<file path="src/hw/spi_link_config.svh">
`ifndef SPI_LINK_CONFIG_SVH
`define SPI_LINK_CONFIG_SVH

// bits per spi frame, address plus data
`define SPI_FRAME_BITS 18

// payload carried by every request and response
`define SPI_DATA_BITS 16

// entries in the echo peer fifo
`define ECHO_DEPTH 2

`endif

</file>
<file path="src/hw/spi_link_pkg.sv">
`include "spi_link_config.svh"

package spi_link_pkg;

  // request address, top two bits of a frame
  typedef enum logic [`SPI_FRAME_BITS-`SPI_DATA_BITS-1:0] {
    addr_echo  = 2'd0,
    addr_accum = 2'd1,
    addr_clear = 2'd2,
    addr_poll  = 2'd3
  } addr_e;

  // source codes in a response frame
  localparam logic src_echo  = 1'b0;
  localparam logic src_accum = 1'b1;

  // host to chip
  typedef struct packed {
    addr_e                     addr;
    logic [`SPI_DATA_BITS-1:0] data;
  } req_frame_t;

  // chip to host, valid in the msb so an idle frame reads as zeros
  typedef struct packed {
    logic                      valid;
    logic                      src;
    logic [`SPI_DATA_BITS-1:0] data;
  } rsp_frame_t;

endpackage

</file>
<file path="src/hw/spi_minion.sv">
`timescale 1ns/1ns
`include "spi_link_config.svh"

module spi_minion (
  input  logic                    clk,
  input  logic                    reset,
  input  logic                    cs,
  input  logic                    sclk,
  input  logic                    mosi,
  output logic                    miso,
  output logic                    req_val,
  output spi_link_pkg::req_frame_t req_msg,
  input  logic                    req_rdy,
  input  logic                    out_val,
  input  spi_link_pkg::rsp_frame_t out_msg,
  output logic                    out_rdy,
  output logic                    minion_parity,
  output logic                    adapter_parity
);

  localparam int CNT_BITS = $clog2(`SPI_FRAME_BITS + 1);

  // [0] first sync flop, [1] synchronized, [2] history for edges
  logic [2:0] cs_sync;
  logic [2:0] sclk_sync;
  logic [1:0] mosi_sync;

  logic cs_rise;
  logic cs_fall;
  logic sclk_rise;
  logic sclk_fall;
  logic frame_done;

  logic [`SPI_FRAME_BITS-1:0] rx_shift;
  logic [`SPI_FRAME_BITS-1:0] tx_shift;
  logic [CNT_BITS-1:0]        bit_cnt;

  // cs idles high, so its sync chain comes out of reset high
  always_ff @(posedge clk) begin
    if (reset) begin
      cs_sync   <= 3'b111;
      sclk_sync <= 3'b000;
      mosi_sync <= 2'b00;
    end else begin
      cs_sync   <= {cs_sync[1:0], cs};
      sclk_sync <= {sclk_sync[1:0], sclk};
      mosi_sync <= {mosi_sync[0], mosi};
    end
  end

  assign cs_rise   = cs_sync[1] & ~cs_sync[2];
  assign cs_fall   = ~cs_sync[1] & cs_sync[2];
  // sclk edges only count inside a frame
  assign sclk_rise = sclk_sync[1] & ~sclk_sync[2] & ~cs_sync[1];
  assign sclk_fall = ~sclk_sync[1] & sclk_sync[2] & ~cs_sync[1];

  // full frame seen when cs goes back high
  assign frame_done = cs_rise && (bit_cnt == CNT_BITS'(`SPI_FRAME_BITS));

  // receive side, msb first
  always_ff @(posedge clk) begin
    if (sclk_rise) begin
      rx_shift <= {rx_shift[`SPI_FRAME_BITS-2:0], mosi_sync[1]};
    end
  end

  // count sampled bits, saturating past a full frame
  always_ff @(posedge clk) begin
    if (reset || cs_fall) begin
      bit_cnt <= '0;
    end else if (sclk_rise && bit_cnt != CNT_BITS'(`SPI_FRAME_BITS)) begin
      bit_cnt <= bit_cnt + 1'b1;
    end
  end

  // request register, new frame dropped while the old one waits
  always_ff @(posedge clk) begin
    if (reset) begin
      req_val       <= 1'b0;
      minion_parity <= 1'b0;
    end else begin
      if (frame_done && !req_val) begin
        req_val <= 1'b1;
      end else if (req_val && req_rdy) begin
        req_val <= 1'b0;
      end
      if (frame_done) begin
        minion_parity <= ^rx_shift;
      end
    end
  end

  always_ff @(posedge clk) begin
    if (frame_done && !req_val) begin
      req_msg <= spi_link_pkg::req_frame_t'(rx_shift);
    end
  end

  // transmit side, loaded at frame start and shifted on falling sclk
  always_ff @(posedge clk) begin
    if (reset) begin
      tx_shift       <= '0;
      adapter_parity <= 1'b0;
    end else if (cs_fall) begin
      tx_shift       <= out_val ? out_msg : '0;
      adapter_parity <= out_val ? ^out_msg : 1'b0;
    end else if (sclk_fall) begin
      tx_shift <= {tx_shift[`SPI_FRAME_BITS-2:0], 1'b0};
    end
  end

  // response taken only at the start of a frame
  assign out_rdy = cs_fall;
  assign miso    = tx_shift[`SPI_FRAME_BITS-1];

endmodule

</file>
<file path="src/hw/frame_router.sv">
`timescale 1ns/1ns
`include "spi_link_config.svh"

module frame_router (
  input  logic                      req_val,
  input  spi_link_pkg::req_frame_t  req_msg,
  output logic                      req_rdy,
  output logic                      echo_val,
  output logic [`SPI_DATA_BITS-1:0] echo_data,
  input  logic                      echo_rdy,
  output logic                      accum_val,
  output logic [`SPI_DATA_BITS-1:0] accum_data,
  input  logic                      accum_rdy,
  output logic                      accum_clear
);

  // payload fans out to both peers while val picks the target
  assign echo_data  = req_msg.data;
  assign accum_data = req_msg.data;

  always_comb begin
    echo_val    = 1'b0;
    accum_val   = 1'b0;
    accum_clear = 1'b0;
    req_rdy     = 1'b1;
    case (req_msg.addr)
      spi_link_pkg::addr_echo: begin
        echo_val = req_val;
        req_rdy  = echo_rdy;
      end
      spi_link_pkg::addr_accum: begin
        accum_val = req_val;
        req_rdy   = accum_rdy;
      end
      // consumed at once so the pulse lasts one cycle
      spi_link_pkg::addr_clear: begin
        accum_clear = req_val;
      end
      // poll only exists to clock a response out
      spi_link_pkg::addr_poll: begin
        req_rdy = 1'b1;
      end
    endcase
  end

endmodule

</file>
<file path="src/hw/echo_peer.sv">
`timescale 1ns/1ns
`include "spi_link_config.svh"

module echo_peer (
  input  logic                      clk,
  input  logic                      reset,
  input  logic                      in_val,
  input  logic [`SPI_DATA_BITS-1:0] in_data,
  output logic                      in_rdy,
  output logic                      rsp_val,
  output spi_link_pkg::rsp_frame_t  rsp_msg,
  input  logic                      rsp_rdy
);

  localparam int DEPTH    = `ECHO_DEPTH;
  localparam int PTR_BITS = (DEPTH > 1) ? $clog2(DEPTH) : 1;
  localparam int CNT_BITS = $clog2(DEPTH + 1);

  logic [`SPI_DATA_BITS-1:0] mem [DEPTH];
  logic [PTR_BITS-1:0]       wr_ptr;
  logic [PTR_BITS-1:0]       rd_ptr;
  logic [CNT_BITS-1:0]       count;
  logic                      push;
  logic                      pop;

  assign in_rdy  = (count != CNT_BITS'(DEPTH));
  assign rsp_val = (count != '0);
  assign push    = in_val && in_rdy;
  assign pop     = rsp_val && rsp_rdy;

  // entry storage written on push
  always_ff @(posedge clk) begin
    if (push) begin
      mem[wr_ptr] <= in_data;
    end
  end

  // pointers wrap at a depth that need not be a power of two
  always_ff @(posedge clk) begin
    if (reset) begin
      wr_ptr <= '0;
      rd_ptr <= '0;
      count  <= '0;
    end else begin
      if (push) begin
        wr_ptr <= (wr_ptr == PTR_BITS'(DEPTH - 1)) ? '0 : wr_ptr + 1'b1;
      end
      if (pop) begin
        rd_ptr <= (rd_ptr == PTR_BITS'(DEPTH - 1)) ? '0 : rd_ptr + 1'b1;
      end
      count <= count + CNT_BITS'(push) - CNT_BITS'(pop);
    end
  end

  // head entry goes back unchanged
  assign rsp_msg.valid = 1'b1;
  assign rsp_msg.src   = spi_link_pkg::src_echo;
  assign rsp_msg.data  = mem[rd_ptr];

endmodule

</file>
<file path="src/hw/accum_peer.sv">
`timescale 1ns/1ns
`include "spi_link_config.svh"

module accum_peer (
  input  logic                      clk,
  input  logic                      reset,
  input  logic                      clear,
  input  logic                      in_val,
  input  logic [`SPI_DATA_BITS-1:0] in_data,
  output logic                      in_rdy,
  output logic                      rsp_val,
  output spi_link_pkg::rsp_frame_t  rsp_msg,
  input  logic                      rsp_rdy
);

  logic [`SPI_DATA_BITS-1:0] sum;
  logic [`SPI_DATA_BITS-1:0] sum_next;
  logic [`SPI_DATA_BITS-1:0] reply_data;
  logic                      reply_full;
  logic                      accept;

  // one reply outstanding at a time
  assign in_rdy   = !reply_full;
  assign accept   = in_val && in_rdy;
  // wraps modulo 2^16
  assign sum_next = sum + in_data;

  always_ff @(posedge clk) begin
    if (reset || clear) begin
      sum <= '0;
    end else if (accept) begin
      sum <= sum_next;
    end
  end

  // clear leaves a pending reply alone
  always_ff @(posedge clk) begin
    if (reset) begin
      reply_full <= 1'b0;
    end else if (accept) begin
      reply_full <= 1'b1;
    end else if (rsp_val && rsp_rdy) begin
      reply_full <= 1'b0;
    end
  end

  always_ff @(posedge clk) begin
    if (accept) begin
      reply_data <= sum_next;
    end
  end

  assign rsp_val       = reply_full;
  assign rsp_msg.valid = 1'b1;
  assign rsp_msg.src   = spi_link_pkg::src_accum;
  assign rsp_msg.data  = reply_data;

endmodule

</file>
<file path="src/hw/response_arbiter.sv">
`timescale 1ns/1ns

module response_arbiter (
  input  logic                     clk,
  input  logic                     reset,
  input  logic                     echo_val,
  input  spi_link_pkg::rsp_frame_t echo_msg,
  output logic                     echo_rdy,
  input  logic                     accum_val,
  input  spi_link_pkg::rsp_frame_t accum_msg,
  output logic                     accum_rdy,
  output logic                     out_val,
  output spi_link_pkg::rsp_frame_t out_msg,
  input  logic                     out_rdy
);

  // priority pointer, low favours echo
  logic prio_accum;
  logic grant_echo;
  logic grant_accum;

  logic                     buf_val;
  spi_link_pkg::rsp_frame_t buf_msg;

  // pointer only matters when both peers ask
  assign grant_echo  = echo_val && (!prio_accum || !accum_val);
  assign grant_accum = accum_val && (prio_accum || !echo_val);

  // grants only into an empty buffer
  assign echo_rdy  = !buf_val && grant_echo;
  assign accum_rdy = !buf_val && grant_accum;

  always_ff @(posedge clk) begin
    if (reset) begin
      buf_val    <= 1'b0;
      prio_accum <= 1'b0;
    end else if (!buf_val && (grant_echo || grant_accum)) begin
      buf_val    <= 1'b1;
      // hand priority to the peer that lost
      prio_accum <= grant_echo;
    end else if (buf_val && out_rdy) begin
      buf_val <= 1'b0;
    end
  end

  // one-entry output buffer, payload only
  always_ff @(posedge clk) begin
    if (!buf_val && grant_echo) begin
      buf_msg <= echo_msg;
    end else if (!buf_val && grant_accum) begin
      buf_msg <= accum_msg;
    end
  end

  assign out_val = buf_val;
  assign out_msg = buf_msg;

endmodule

</file>
<file path="src/hw/spi_link_top.sv">
`timescale 1ns/1ns
`include "spi_link_config.svh"

module spi_link_top (
  input  logic clk,
  input  logic reset,
  input  logic cs,
  input  logic sclk,
  input  logic mosi,
  output logic miso,
  output logic minion_parity,
  output logic adapter_parity
);

  // request path
  logic                      req_val;
  logic                      req_rdy;
  spi_link_pkg::req_frame_t  req_msg;
  logic                      echo_in_val;
  logic                      echo_in_rdy;
  logic [`SPI_DATA_BITS-1:0] echo_in_data;
  logic                      accum_in_val;
  logic                      accum_in_rdy;
  logic [`SPI_DATA_BITS-1:0] accum_in_data;
  logic                      accum_clear;

  // response path
  logic                      echo_rsp_val;
  logic                      echo_rsp_rdy;
  spi_link_pkg::rsp_frame_t  echo_rsp_msg;
  logic                      accum_rsp_val;
  logic                      accum_rsp_rdy;
  spi_link_pkg::rsp_frame_t  accum_rsp_msg;
  logic                      out_val;
  logic                      out_rdy;
  spi_link_pkg::rsp_frame_t  out_msg;

  spi_minion minion_i (
    .clk(clk), .reset(reset), .cs(cs), .sclk(sclk), .mosi(mosi), .miso(miso),
    .req_val(req_val), .req_msg(req_msg), .req_rdy(req_rdy),
    .out_val(out_val), .out_msg(out_msg), .out_rdy(out_rdy),
    .minion_parity(minion_parity), .adapter_parity(adapter_parity)
  );

  frame_router router_i (
    .req_val(req_val), .req_msg(req_msg), .req_rdy(req_rdy),
    .echo_val(echo_in_val), .echo_data(echo_in_data), .echo_rdy(echo_in_rdy),
    .accum_val(accum_in_val), .accum_data(accum_in_data), .accum_rdy(accum_in_rdy),
    .accum_clear(accum_clear)
  );

  echo_peer echo_i (
    .clk(clk), .reset(reset),
    .in_val(echo_in_val), .in_data(echo_in_data), .in_rdy(echo_in_rdy),
    .rsp_val(echo_rsp_val), .rsp_msg(echo_rsp_msg), .rsp_rdy(echo_rsp_rdy)
  );

  accum_peer accum_i (
    .clk(clk), .reset(reset), .clear(accum_clear),
    .in_val(accum_in_val), .in_data(accum_in_data), .in_rdy(accum_in_rdy),
    .rsp_val(accum_rsp_val), .rsp_msg(accum_rsp_msg), .rsp_rdy(accum_rsp_rdy)
  );

  response_arbiter arbiter_i (
    .clk(clk), .reset(reset),
    .echo_val(echo_rsp_val), .echo_msg(echo_rsp_msg), .echo_rdy(echo_rsp_rdy),
    .accum_val(accum_rsp_val), .accum_msg(accum_rsp_msg), .accum_rdy(accum_rsp_rdy),
    .out_val(out_val), .out_msg(out_msg), .out_rdy(out_rdy)
  );

endmodule

</file>
<file path="config.mk">
export PLATFORM = sky130hd
export DESIGN_NAME = spi_link_top
export DESIGN_NICKNAME = d
export VERILOG_FILES = /design/src/hw/spi_link_pkg.sv /design/src/hw/spi_minion.sv /design/src/hw/frame_router.sv /design/src/hw/echo_peer.sv /design/src/hw/accum_peer.sv /design/src/hw/response_arbiter.sv /design/src/hw/spi_link_top.sv
export VERILOG_INCLUDE_DIRS = /design/src /design/src/hw
export SDC_FILE = /design/constraint.sdc
export NUM_CORES = 1
export LEC_CHECK = 0
export BUFFER_PORTS_ARGS = -buffer_cell sky130_fd_sc_hd__buf_2
export CAP_MARGIN = 15
export CORE_ASPECT_RATIO = 1.2
export CORE_MARGIN = 2
export CORE_UTILIZATION = 55
export DETAILED_ROUTE_END_ITERATION = 8
export PLACE_DENSITY = 0.71
export SYNTH_ARGS = -nofsm -noshare
export SYNTH_HDL_FRONTEND = slang
export SYNTH_SLANG_ARGS = --single-unit
</file>
<file path="constraint.sdc">
create_clock -name clk -period 6.6 [get_ports clk]
set_clock_uncertainty 0.1 [all_clocks]
set_input_delay 0.99 -clock clk [delete_from_list [all_inputs] [get_ports clk]]
set_output_delay 0.99 -clock clk [all_outputs]
set_load 0.05 [all_outputs]
</file>
==> flow_summary.json <==
{
  "cts.sinks": 159,
  "cts_setup_buffers": 0,
  "cp-startpoint": "arbiter_i.out_val",
  "first_pass_iters": 5,
  "die_width_um": 106,
  "syn_inst": 593,
  "status": "finished, final reports clean",
  "grt_pass1_vias": 4341,
  "synth_nets": 618,
  "rsz0062_at_grt": "no",
  "finalSetupViolations": 0,
  "layout_common_cells": "edfxtp_1 (100), dfxtp_1 (59), nand2_1 (58)",
  "drt_iter0_drc": 265,
  "ant_nets": 0,
  "drive_gt1_share_pct": 9.67,
  "grt_pass1_wl_um": 20600,
  "pin_count": 8,
  "cts_tree": "yes",
  "fp-row-count": 44,
  "routed_via_density": 5.62,
  "cts_resized": 0,
  "critPathMaxFanout": 34,
  "fin_setup_tns_ps": 0,
  "ys_seq_area_share_pct": 60.7,
  "yosysUniqueCellTypes": 55,
  "maxCapViolCount": 0,
  "yosys_warnings": 0,
  "grt_overflow_total": 0,
  "hold_viol": 0,
  "crit_path_end": "echo_i.count[1]",
  "worst_r2r_startpoint": "arbiter_i.out_val",
  "cp.required_ps": 6780,
  "rr_endpoint": "echo_i.count[1]",
  "slew_viol_final": 0,
  "cts_htree_levels": 4,
  "area_growth_pct": 12.2,
  "final_core_util_pct": 63.6,
  "core-area_um2": 12200,
  "fin_crit_ps": 2980,
  "synth-async-reset-ratio_pct": 0,
  "dpl_cell_area_um2": 7060,
  "reg2reg_setup_slack_ps": 3620,
  "cts_root_buf": "clkbuf_16",
  "power_mw": 2.76,
  "wl_per_cell_um": 15.9,
  "hold_class": "flip-flop to flip-flop",
  "wirelength_um": 12300,
  "hold_slack_ps": 308,
  "fp.dieH_um": 127,
  "ys.flop_type": "edfxtp_1",
  "dieArea_um2": 13400,
  "numCtsBuffers": 17,
  "cp.arrival_ps": 3160,
  "drc": 0,
  "post-route-period-util_pct": 45.1,
  "fin_area_um2": 7730,
  "final_common_cell": "edfxtp_1",
  "clk-insertion-delay-late_ps": 430,
  "cp-end-kind": "flip-flop",
  "antenna_found_initial": 0,
  "start_util_pct": 56.6,
  "ys_seq_elements": 159,
  "synthMuxAreaShare_pct": 2.76,
  "n_fill_cell": 917,
  "fmax_mhz": 336,
  "grt_max_degree": 45,
  "crit_type": "flip-flop to flip-flop",
  "antenna_cells": 0,
  "clk_path_buf_depth": 2,
  "place_hpwl_um": 8500,
  "place.gp.congestion": 0.877,
  "leakage_nw": 2.71,
  "synth_enable_flop_cells": 100,
  "nets": 622,
  "clkTransAtPathRegs_ps": 60,
  "hold_buffers": 0,
  "grt_usage_pct": 19.8,
  "vias": 4330,
  "synth_top_family_by_area": "simple AND/OR/NAND/NOR gates",
  "worst_ir_drop_vdd_uv": 196,
  "synthSimpleGateAreaFrac_pct": 14.0,
  "postSynthAreaPerCell_um2": 11.6,
  "ff2ff_path_depth": 9,
  "synth_fa_ha_area_share_pct": 3.74,
  "port_buffers": 7,
  "syn_area_um2": 6890,
  "synth_xor_area_share_pct": 6.55,
  "worstMarginPinSlew_ps": 1010,
  "powerDensity_nw_per_um2": 357,
  "worst_setup_path_start_kind": "flip-flop",
  "synth_compound_area_share_pct": 9.66,
  "worst_slew_margin_rel_pct": 32.6
}
==> cell type report <==
class	instances	area [um2]	share of cell area [%]
repair buffers	14	98.8	1.28
inverters	16	60.1	0.777
well taps	161	201	2.61
multi-input cells	389	2550	32.9
flip-flops and latches	159	4180	54.1
clock inverters	14	213	2.75
clock buffers	18	429	5.55
==> per-layer routing <==
metal	wire length, um	up-vias	track usage, %	part of all wire [%]
met5	0	-	0	0
li1	-	2176	-	-
met1	5440	2060	25.0	44
met3	452	17	5.34	3.7
met4	218	0	9.37	1.8
met2	6180	77	31.7	50
==> synth_stat cells, types with 2 or more instances <==
library cell	instances	area share (%)
a311oi_1	18	2.3
a211o_1	2	0.25
nor2b_1	11	1.0
nand3_1	34	2.5
or3_1	2	0.18
mux2i_1	19	2.8
o21ai_0	22	1.6
nor4_1	5	0.45
edfxtp_1	100	44
o21ai_1	3	0.22
o21a_1	2	0.22
and2b_1	2	0.22
a21oi_1	21	1.5
nor3_2	2	0.29
nand2_1	58	3.2
nor3_1	13	0.94
dfxtp_1	59	17
clkbuf_1	23	1.3
nand4_1	5	0.45
or2_2	3	0.27
nand2b_1	5	0.45
ha_1	19	3.4
and2_1	4	0.36
xor2_1	10	1.3
a211oi_1	6	0.65
and3_1	3	0.27
nor2_1	46	2.5
inv_1	16	0.87
or4_1	3	0.33
xnor2_1	39	5.0
a31oi_1	6	0.54
a21o_1	5	0.54
buf_2	5	0.36
==> registers in the layout, indices dropped and copies added, names as in the netlist, 2 cells and up, named ones only <==
signal / cells
minion_i.bit_cnt: 5
minion_i.cs_sync: 3
minion_i.rx_shift: 18
arbiter_i.out_msg: 17
minion_i.sclk_sync: 3
accum_i.reply_data: 16
echo_i.count: 2
minion_i.req_msg: 18
echo_i.mem: 32
accum_i.sum: 16
minion_i.tx_shift: 18
minion_i.mosi_sync: 2
==> power by group <==
part / internal, mW / total [mW] / switching [mW]
Sequential: 1.16 / 1.25 / 0.0886
Combinational: 0.227 / 0.459 / 0.232
Clock: 0.670 / 1.06 / 0.387
==> how the worst min path moves through the flow <==
stage / from / endpoint / slack, ps / cells after the start
after detailed placement: minion_i.cs_sync[0] / minion_i.cs_sync[1] / 300 / 1
after CTS: minion_i.cs_sync[0] / minion_i.cs_sync[1] / 310 / 1
after global routing: minion_i.mosi_sync[1] / minion_i.rx_shift[0] / 330 / 0
after floorplan: minion_i.mosi_sync[1] / minion_i.rx_shift[0] / 290 / 0
after global placement: minion_i.mosi_sync[1] / minion_i.rx_shift[0] / 290 / 0
final: minion_i.cs_sync[0] / minion_i.cs_sync[1] / 310 / 1
==> metrics by stage <==
stage,std cells,worst slack (ps)
finish,771,3620
global route,771,3300
CTS,769,3630
detailed placement,737,3640
global placement,737,3810
floorplan,593,3870
==> logic make-up after synthesis <==
| group | after synthesis |
|---|---|
| AOI/OAI and AO/OA | 98 |
| adders and majority gates | 20 |
| buffers and inverters | 45 |
| xor gates and xnor gates | 50 |
| DFF | 159 |
| and+or+nand+nor | 202 |
| muxes | 19 |
==> critical path, stage by stage (launching register included) <==
cell,delay [ps]
dfxtp_1,830
nor2_1,150
nand2_1,690
inv_1,160
ha_1,330
inv_1,50
ha_1,140
xor2_1,190
xnor2_1,150
nor2_1,60
Power figures use the tool's default switching activity.
